File: src/verilog/cpuControlPkg.sv
// ----------------------------------------------------------------------
// Opcode, device, target and flag encodings of the 8-bit control unit.
// Field widths are fixed by the instruction format. Jump targets must
// stay in the same order as the flag bits they test.
// ----------------------------------------------------------------------
`default_nettype none

package cpuControlPkg;

    localparam int numDevs    = 16;
    localparam int numTargets = 32;
    localparam int numFlags   = 10;

    typedef logic [2:0]          opcode_t;
    typedef logic [3:0]          dev_t;
    typedef logic [4:0]          target_t;
    typedef logic [numFlags-1:0] flags_t;

    // instruction word as it comes out of program ROM
    typedef struct packed {
        opcode_t    opcode;
        target_t    target;
        dev_t       aDev;
        dev_t       bDev;
        logic [7:0] operand;
    } instrWord_t;

    localparam opcode_t opXyAlu          = 3'd0;
    localparam opcode_t opConst8         = 3'd1;
    localparam opcode_t opConst16        = 3'd2;
    localparam opcode_t opUnused3        = 3'd3;
    localparam opcode_t opRomDirect      = 3'd4;
    localparam opcode_t opRamDirect      = 3'd5;
    localparam opcode_t opRamDirectEqDev = 3'd6;
    localparam opcode_t opUnused7        = 3'd7;

    // source devices, also the low half of the target space
    localparam dev_t devRegA    = 4'd0;
    localparam dev_t devRegB    = 4'd1;
    localparam dev_t devRegC    = 4'd2;
    localparam dev_t devRegD    = 4'd3;
    localparam dev_t devRegE    = 4'd4;
    localparam dev_t devRegF    = 4'd5;
    localparam dev_t devRegG    = 4'd6;
    localparam dev_t devRegH    = 4'd7;
    localparam dev_t devFlags   = 4'd8;
    localparam dev_t devInstReg = 4'd9;
    localparam dev_t devRam     = 4'd10;
    localparam dev_t devRom     = 4'd11;
    localparam dev_t devMarLo   = 4'd12;
    localparam dev_t devMarHi   = 4'd13;
    localparam dev_t devUart    = 4'd14;
    localparam dev_t devNotUsed = 4'd15;

    // target-only codes, 29 to 31 unused
    localparam target_t tgtPcHiTmp = 5'd16;
    localparam target_t tgtPcLo    = 5'd17;
    localparam target_t tgtPc      = 5'd18;
    localparam target_t tgtJmpC    = 5'd19;
    localparam target_t tgtJmpZ    = 5'd20;
    localparam target_t tgtJmpO    = 5'd21;
    localparam target_t tgtJmpN    = 5'd22;
    localparam target_t tgtJmpGt   = 5'd23;
    localparam target_t tgtJmpLt   = 5'd24;
    localparam target_t tgtJmpEq   = 5'd25;
    localparam target_t tgtJmpNe   = 5'd26;
    localparam target_t tgtJmpDi   = 5'd27;
    localparam target_t tgtJmpDo   = 5'd28;

    localparam int flgCarry     = 0;
    localparam int flgZero      = 1;
    localparam int flgOverflow  = 2;
    localparam int flgNegative  = 3;
    localparam int flgGt        = 4;
    localparam int flgLt        = 5;
    localparam int flgEq        = 6;
    localparam int flgNe        = 7;
    localparam int flgDataIn    = 8;
    localparam int flgDataOut   = 9;

endpackage

`default_nettype wire

File: src/verilog/ctrlBus.sv
// ----------------------------------------------------------------------
// Latched instruction fields. Stable from the edge that ends fetch
// until the next one.
// ----------------------------------------------------------------------
`timescale 1ns/1ns
`default_nettype none

interface ctrlBus;

    import cpuControlPkg::*;

    opcode_t    opcode;
    target_t    target;
    dev_t       aDev;
    dev_t       bDev;
    logic [7:0] operand;

    modport writer
    (
        output opcode, target, aDev, bDev, operand
    );

    modport reader
    (
        input opcode, target, aDev, bDev, operand
    );

endinterface

`default_nettype wire

File: src/verilog/phaseSequencer.sv
// ----------------------------------------------------------------------
// One-hot fetch/decode/exec ring, one cycle per phase, no stall.
// Idle (all low) during reset, fetch on the first edge after release.
// ----------------------------------------------------------------------
`timescale 1ns/1ns
`default_nettype none

module phaseSequencer
(
    input  logic clk,
    input  logic rstN,
    output logic phaseFetch,
    output logic phaseDecode,
    output logic phaseExec
);

    localparam logic [2:0] stNone   = 3'b000;
    localparam logic [2:0] stFetch  = 3'b100;
    localparam logic [2:0] stDecode = 3'b010;
    localparam logic [2:0] stExec   = 3'b001;

    logic [2:0] phase;
    logic [2:0] phaseNext;

    always_comb
    begin
        case (phase)
            stNone:   phaseNext = stFetch;
            stFetch:  phaseNext = stDecode;
            stDecode: phaseNext = stExec;
            stExec:   phaseNext = stFetch;
            // illegal codes fall back into fetch
            default:  phaseNext = stFetch;
        endcase
    end

    always_ff @(posedge clk or negedge rstN)
    begin
        if (!rstN)
            phase <= stNone;
        else
            phase <= phaseNext;
    end

    assign phaseFetch  = phase[2];
    assign phaseDecode = phase[1];
    assign phaseExec   = phase[0];

endmodule

`default_nettype wire

File: src/verilog/instructionRegister.sv
// ----------------------------------------------------------------------
// Captures the ROM word on the edge that ends fetch. Fields are valid
// in decode and exec, one cycle after instr was presented.
// ----------------------------------------------------------------------
`timescale 1ns/1ns
`default_nettype none

module instructionRegister
(
    input  logic                     clk,
    input  logic                     rstN,
    input  logic                     phaseFetch,
    input  cpuControlPkg::instrWord_t instr,
    ctrlBus.writer                   bus
);

    import cpuControlPkg::*;

    instrWord_t ir;

    // load only while fetch is up, hold through decode and exec
    always_ff @(posedge clk or negedge rstN)
    begin
        if (!rstN)
        begin
            ir <= '0;
        end
        else if (phaseFetch)
        begin
            ir <= instr;
        end
    end

    assign bus.opcode  = ir.opcode;
    assign bus.target  = ir.target;
    assign bus.aDev    = ir.aDev;
    assign bus.bDev    = ir.bDev;
    assign bus.operand = ir.operand;

endmodule

`default_nettype wire

File: src/verilog/deviceSelect.sv
// ----------------------------------------------------------------------
// Active-low selects, combinational from the latched fields. Selects
// only go low while phaseExec is high. Flags must be valid in exec.
// Exactly one address-mode strobe is low at any time.
// ----------------------------------------------------------------------
`timescale 1ns/1ns
`default_nettype none

module deviceSelect
(
    ctrlBus.reader                          bus,
    input  logic                            phaseExec,
    input  cpuControlPkg::flags_t           flags,
    output logic [cpuControlPkg::numDevs-1:0]    aSelN,
    output logic [cpuControlPkg::numDevs-1:0]    bSelN,
    output logic [cpuControlPkg::numTargets-1:0] targSelN,
    output logic                            immedEnN,
    output logic                            addrModePcN,
    output logic                            addrModeRegN,
    output logic                            addrModeDirN
);

    import cpuControlPkg::*;

    logic [numDevs-1:0]    aSel;
    logic [numDevs-1:0]    bSel;
    logic [numTargets-1:0] targReq;
    logic [numTargets-1:0] targGate;
    logic                  immedEn;
    logic                  isDirect;

    // active-high requests per opcode, exec only
    always_comb
    begin
        aSel    = '0;
        bSel    = '0;
        targReq = '0;
        immedEn = 1'b0;
        if (phaseExec)
        begin
            case (bus.opcode)
                opXyAlu:
                begin
                    aSel[bus.aDev]      = 1'b1;
                    bSel[bus.bDev]      = 1'b1;
                    targReq[bus.target] = 1'b1;
                end
                opConst8, opConst16:
                begin
                    immedEn             = 1'b1;
                    targReq[bus.target] = 1'b1;
                end
                opRomDirect:
                begin
                    bSel[devRom]        = 1'b1;
                    targReq[bus.target] = 1'b1;
                end
                opRamDirect:
                begin
                    bSel[devRam]        = 1'b1;
                    targReq[bus.target] = 1'b1;
                end
                opRamDirectEqDev:
                begin
                    bSel[bus.bDev]          = 1'b1;
                    targReq[{1'b0, devRam}] = 1'b1;
                end
                default:
                begin
                    // unused opcodes select nothing
                end
            endcase
        end
    end

    // devices and pc loads always pass, jumps follow their flag
    always_comb
    begin
        targGate                       = '0;
        targGate[tgtJmpC-1:0]          = '1;
        targGate[tgtJmpC +: numFlags]  = flags;
    end

    assign aSelN    = ~aSel;
    assign bSelN    = ~bSel;
    assign targSelN = ~(targReq & targGate);
    assign immedEnN = ~immedEn;

    assign isDirect = (bus.opcode == opRomDirect) ||
                      (bus.opcode == opRamDirect) ||
                      (bus.opcode == opRamDirectEqDev);

    // pc mode covers fetch, decode and the idle state
    assign addrModePcN  = phaseExec;
    assign addrModeDirN = ~(phaseExec & isDirect);
    assign addrModeRegN = ~(phaseExec & ~isDirect);

endmodule

`default_nettype wire

File: src/verilog/controlTop.sv
// ----------------------------------------------------------------------
// Control unit top. instr is sampled in fetch, flags are used in exec.
// All selects and strobes are active low.
// ----------------------------------------------------------------------
`timescale 1ns/1ns
`default_nettype none

module controlTop
(
    input  logic                                 clk,
    input  logic                                 rstN,
    input  cpuControlPkg::instrWord_t            instr,
    input  cpuControlPkg::flags_t                flags,
    output logic                                 phaseFetch,
    output logic                                 phaseDecode,
    output logic                                 phaseExec,
    output logic [cpuControlPkg::numDevs-1:0]    aSelN,
    output logic [cpuControlPkg::numDevs-1:0]    bSelN,
    output logic [cpuControlPkg::numTargets-1:0] targSelN,
    output logic                                 immedEnN,
    output logic                                 addrModePcN,
    output logic                                 addrModeRegN,
    output logic                                 addrModeDirN,
    output logic [7:0]                           operand
);

    ctrlBus ctrl ();

    phaseSequencer uPhase
    (
        .clk         (clk),
        .rstN        (rstN),
        .phaseFetch  (phaseFetch),
        .phaseDecode (phaseDecode),
        .phaseExec   (phaseExec)
    );

    instructionRegister uIr
    (
        .clk        (clk),
        .rstN       (rstN),
        .phaseFetch (phaseFetch),
        .instr      (instr),
        .bus        (ctrl.writer)
    );

    deviceSelect uSel
    (
        .bus          (ctrl.reader),
        .phaseExec    (phaseExec),
        .flags        (flags),
        .aSelN        (aSelN),
        .bSelN        (bSelN),
        .targSelN     (targSelN),
        .immedEnN     (immedEnN),
        .addrModePcN  (addrModePcN),
        .addrModeRegN (addrModeRegN),
        .addrModeDirN (addrModeDirN)
    );

    // immediate byte straight from the latched word
    assign operand = ctrl.operand;

endmodule

`default_nettype wire

File: config.mk
export PLATFORM = sky130hd
export DESIGN_NAME = controlTop
export DESIGN_NICKNAME = d
export VERILOG_FILES = /design/src/verilog/cpuControlPkg.sv /design/src/verilog/ctrlBus.sv /design/src/verilog/phaseSequencer.sv /design/src/verilog/instructionRegister.sv /design/src/verilog/deviceSelect.sv /design/src/verilog/controlTop.sv
export SDC_FILE = /design/constraint.sdc
export NUM_CORES = 1
export LEC_CHECK = 0
export ABC_AREA = 1
export BUFFER_PORTS_ARGS = -buffer_cell sky130_fd_sc_hd__buf_4
export CORE_ASPECT_RATIO = 1.5
export CORE_MARGIN = 5
export CORE_UTILIZATION = 48
export CTS_BUF_LIST = sky130_fd_sc_hd__clkbuf_4 sky130_fd_sc_hd__clkbuf_8
export DETAILED_ROUTE_END_ITERATION = 7
export PLACE_DENSITY = 0.89
export SETUP_SLACK_MARGIN = 0.15
export SLEW_MARGIN = 20
export SYNTH_ARGS = -nofsm -noshare
export SYNTH_HDL_FRONTEND = slang
export SYNTH_HIERARCHICAL = 1
export SYNTH_SLANG_ARGS = --single-unit
File: constraint.sdc
create_clock -name clk -period 1.9 [get_ports clk]
set_input_delay 0.19 -clock clk [delete_from_list [all_inputs] [get_ports clk]]
set_output_delay 0.19 -clock clk [all_outputs]
set_load 0.03 [all_outputs]
==> results.json <==
{
  "hold_depth": 3,
  "leakagePower_nw": 1.40,
  "drv_cap": 0,
  "fin_setup_tns_ns": 0,
  "cp.arrival_ns": 1.52,
  "syn2layout_area_growth_pct": 53.5,
  "regArea_um2": 682,
  "cp_slowest_stage_delay_ns": 0.39,
  "dieArea_um2": 5170,
  "multi_input_area_um2": 1010,
  "holdCritPathClass": "in -> reg",
  "slew_violations": 0,
  "antenna_left": 0,
  "io_buffers": 111,
  "core.rowCount": 27,
  "powerDensity_nw_per_um2": 418,
  "r2r_setup_slack_ns": 0.88,
  "end_kind": "output port",
  "wirelength_um": 5620,
  "grt_pass1_wl_um": 8710,
  "syn_inst": 266,
  "htreeDepth": 1,
  "grt_max_degree": 30,
  "drc": 0,
  "fp.dieH_um": 85.6,
  "crit_chain": "buf_4 > nand2_1 > nor3b_4 > nand2_1 > buf_4",
  "hold_viol_final": 0,
  "clk_pin_slew_ns": 0.09,
  "die_w_um": 60.4,
  "cts_tree": "yes",
  "gp_congestion": 0.779,
  "insertion_delay_ns": 0.27,
  "vias": 2097,
  "firstDrtPassIters": 4,
  "syn_area_per_cell_um2": 6.88,
  "cpMaxStageDelayCell": "dfrtp_2",
  "fin_skew_ns": 0.00428,
  "fillers": 310,
  "initialDrtViolationCount": 87,
  "synth-seq-cells": 27,
  "ioPinCount": 115,
  "ys_types": 25,
  "vias_per_cell": 4.96,
  "grt-ovfl-total": 0,
  "critPathMaxFanout": 14,
  "antenna_found_initial": 0,
  "rsz0062_at_grt": "yes",
  "synth_seq_area_share": 0.369,
  "setup_viol": 0,
  "r2r_cells": 4,
  "hold_end": "uIr/bus.aDev[2]$_DFFE_PN0P_",
  "r2r-start": "uPhase/phase[2]$_DFF_PN0_",
  "grt.total_usage": 0.210,
  "clockBufferDepth": 2,
  "core_area_um2": 3680,
  "ir_drop_mv": 0.643,
  "timing.rr.end": "uIr/bus.bDev[3]$_DFFE_PN0P_",
  "cts_num_sinks": 27,
  "grt_pass1_vias": 1924,
  "utilization": 0.762,
  "yosysWarnings": 6,
  "clock.fmax_mhz": 584,
  "wire_per_inst_um": 13.3,
  "status": "complete, no violations",
  "netlist_area_um2": 1830,
  "cts-root-buf": "clkbuf_8",
  "cp.required_ns": 1.71,
  "place_hpwl_um": 4280,
  "critPathKind": "reg -> out",
  "fin_crit_sh": 0.901,
  "start_kind": "register",
  "start_util": 0.497,
  "hold_start": "instr[14]",
  "diodes": 0,
  "fin_nets": 417,
  "period_minus_slack_ns": 1.71,
  "layout-drive-gt1-share": 0.424,
  "cts_buffers": 3
}
final cells by class:
| type | count | area share |
|---|---|---|
| well taps | 43 | 0.0192 |
| multi-input cells | 206 | 0.359 |
| clock buffers | 3 | 0.0147 |
| repair buffers | 120 | 0.329 |
| flip-flops and latches | 27 | 0.243 |
| inverters | 23 | 0.0334 |
| clock inverters | 1 | 0.00178 |
how the worst max path moves through the flow:
stage | start | end | slack, ns | depth (start not counted)
2_1_floorplan | uPhase/phase[0]$_DFF_PN0_ | bSelN[9] | 0.27 | 4
3_3_place_gp | uPhase/phase[0]$_DFF_PN0_ | aSelN[6] | 0.36 | 5
3_5_place_dp | uPhase/phase[0]$_DFF_PN0_ | aSelN[14] | 0.35 | 4
4_1_cts | uIr/bus.target[3]$_DFFE_PN0P_ | targSelN[6] | 0.16 | 4
5_1_grt | uPhase/phase[0]$_DFF_PN0_ | aSelN[6] | 0.07 | 5
6_report | uPhase/phase[0]$_DFF_PN0_ | aSelN[7] | 0.19 | 5
metrics by stage:
stage / std cells / cell area (µm²) / worst slack, ns / hold slack [ns] / total power [mW]
finish: 423 / 2810 / 0.187 / 0.117 / 1.17
global route: 423 / 2810 / 0.0736 / 0.109 / 1.24
CTS: 418 / 2710 / 0.157 / 0.114 / 1.16
detailed placement: 412 / 2620 / 0.349 / 0.115 / 0.842
global placement: 412 / 2620 / 0.365 / 0.116 / 0.835
floorplan: 268 / 1840 / 0.265 / -0.106 / 0.747
Yosys cell counts:
cell type | instances | area share
nor2_1 | 22 | 0.045
dfrtp_1 | 27 | 0.37
a21oi_1 | 1 | 0.0027
inv_1 | 22 | 0.045
buf_2 | 2 | 0.0055
buf_6 | 4 | 0.025
nor3_1 | 2 | 0.0055
or2_2 | 2 | 0.0068
nor2_4 | 3 | 0.018
inv_8 | 1 | 0.0062
clkbuf_8 | 1 | 0.0075
nor3_2 | 4 | 0.022
o21ai_0 | 2 | 0.0055
nand3_1 | 29 | 0.079
conb_1 | 1 | 0.0021
buf_4 | 4 | 0.016
nand4_1 | 12 | 0.041
nor3b_2 | 1 | 0.0068
nand2_1 | 108 | 0.22
o211ai_1 | 1 | 0.0041
nor2_2 | 2 | 0.0068
buf_12 | 1 | 0.011
and3_1 | 1 | 0.0034
nand2_2 | 12 | 0.041
clkbuf_1 | 1 | 0.0021
power breakdown:
group | switching, mW | total (mW) | internal [mW]
registers | 0.0342 | 0.635 | 0.601
logic | 0.127 | 0.224 | 0.0978
clock network | 0.168 | 0.315 | 0.147
cell families (layout without fill, tap and decap cells):
group / count (synthesis) / count (layout) / share of synthesized area
buffers and inverters: 36 / 147 / 0.118
other: 1 / 3 / 0.00205
AND/OR/NAND/NOR: 198 / 199 / 0.498
flip-flops: 27 / 27 / 0.369
AO/OA/AOI/OAI: 4 / 4 / 0.0123
state kept, by name, summed over array words and instances, names as in the netlist:
register	flops
uIr/bus.target	5
uIr/bus.bDev	4
uPhase/phase	3
uIr/bus.opcode	3
uIr/bus.operand	8
uIr/bus.aDev	4
critical path: cells and delay by family, from the launching register on:
| family | cells | cell delay [ns] |
|---|---|---|
| buf+inv | 2 | 0.36 |
| flops | 1 | 0.39 |
| simple gates | 3 | 0.50 |
layer usage:
| metal | part of all wire | vias to the layer above | global-route usage | routed length [µm] |
|---|---|---|---|---|
| met5 | 0 | - | 0 | 0 |
| met4 | 0.012 | 0 | 0.0524 | 68 |
| met3 | 0.062 | 8 | 0.0286 | 350 |
| met2 | 0.56 | 71 | 0.387 | 3150 |
| met1 | 0.37 | 955 | 0.246 | 2060 |
| li1 | - | 1063 | - | - |
timing repair:
| action | in CTS | in global routing |
|---|---|---|
| hold buffers | 1 | 0 |
| cloned | 0 | 1 |
| setup endpoints to repair | 33 | 32 |
| gates resized for setup | 7 | 15 |
| setup buffers | 1 | 4 |
| hold endpoints to repair | 27 | 0 |
| pin swaps | 1 | 5 |
placed cells by master, fill, tap and decap left out:
cell	synthesis	final
nand3_1	29	28
a21oi_1	1	1
clkinv_2	0	1
clkbuf_8	1	3
nor2_4	3	8
buf_6	4	2
o21ai_0	2	2
dfrtp_1	27	22
nand2_2	12	11
buf_4	4	116
inv_2	0	1
dfrtp_2	0	5
inv_8	1	1
nor2_2	2	1
conb_1	1	3
nor3b_4	0	1
nand3_2	0	1
nor2_1	22	18
buf_12	1	1
o211ai_1	1	1
nand4_1	12	12
nand2_4	0	2
and3_2	0	1
dlygate4sd3_1	0	1
nor3_2	4	4
nor3_1	2	2
or2_2	2	2
inv_1	22	21
nand2_1	108	108
Power figures use the tool's default switching activity.
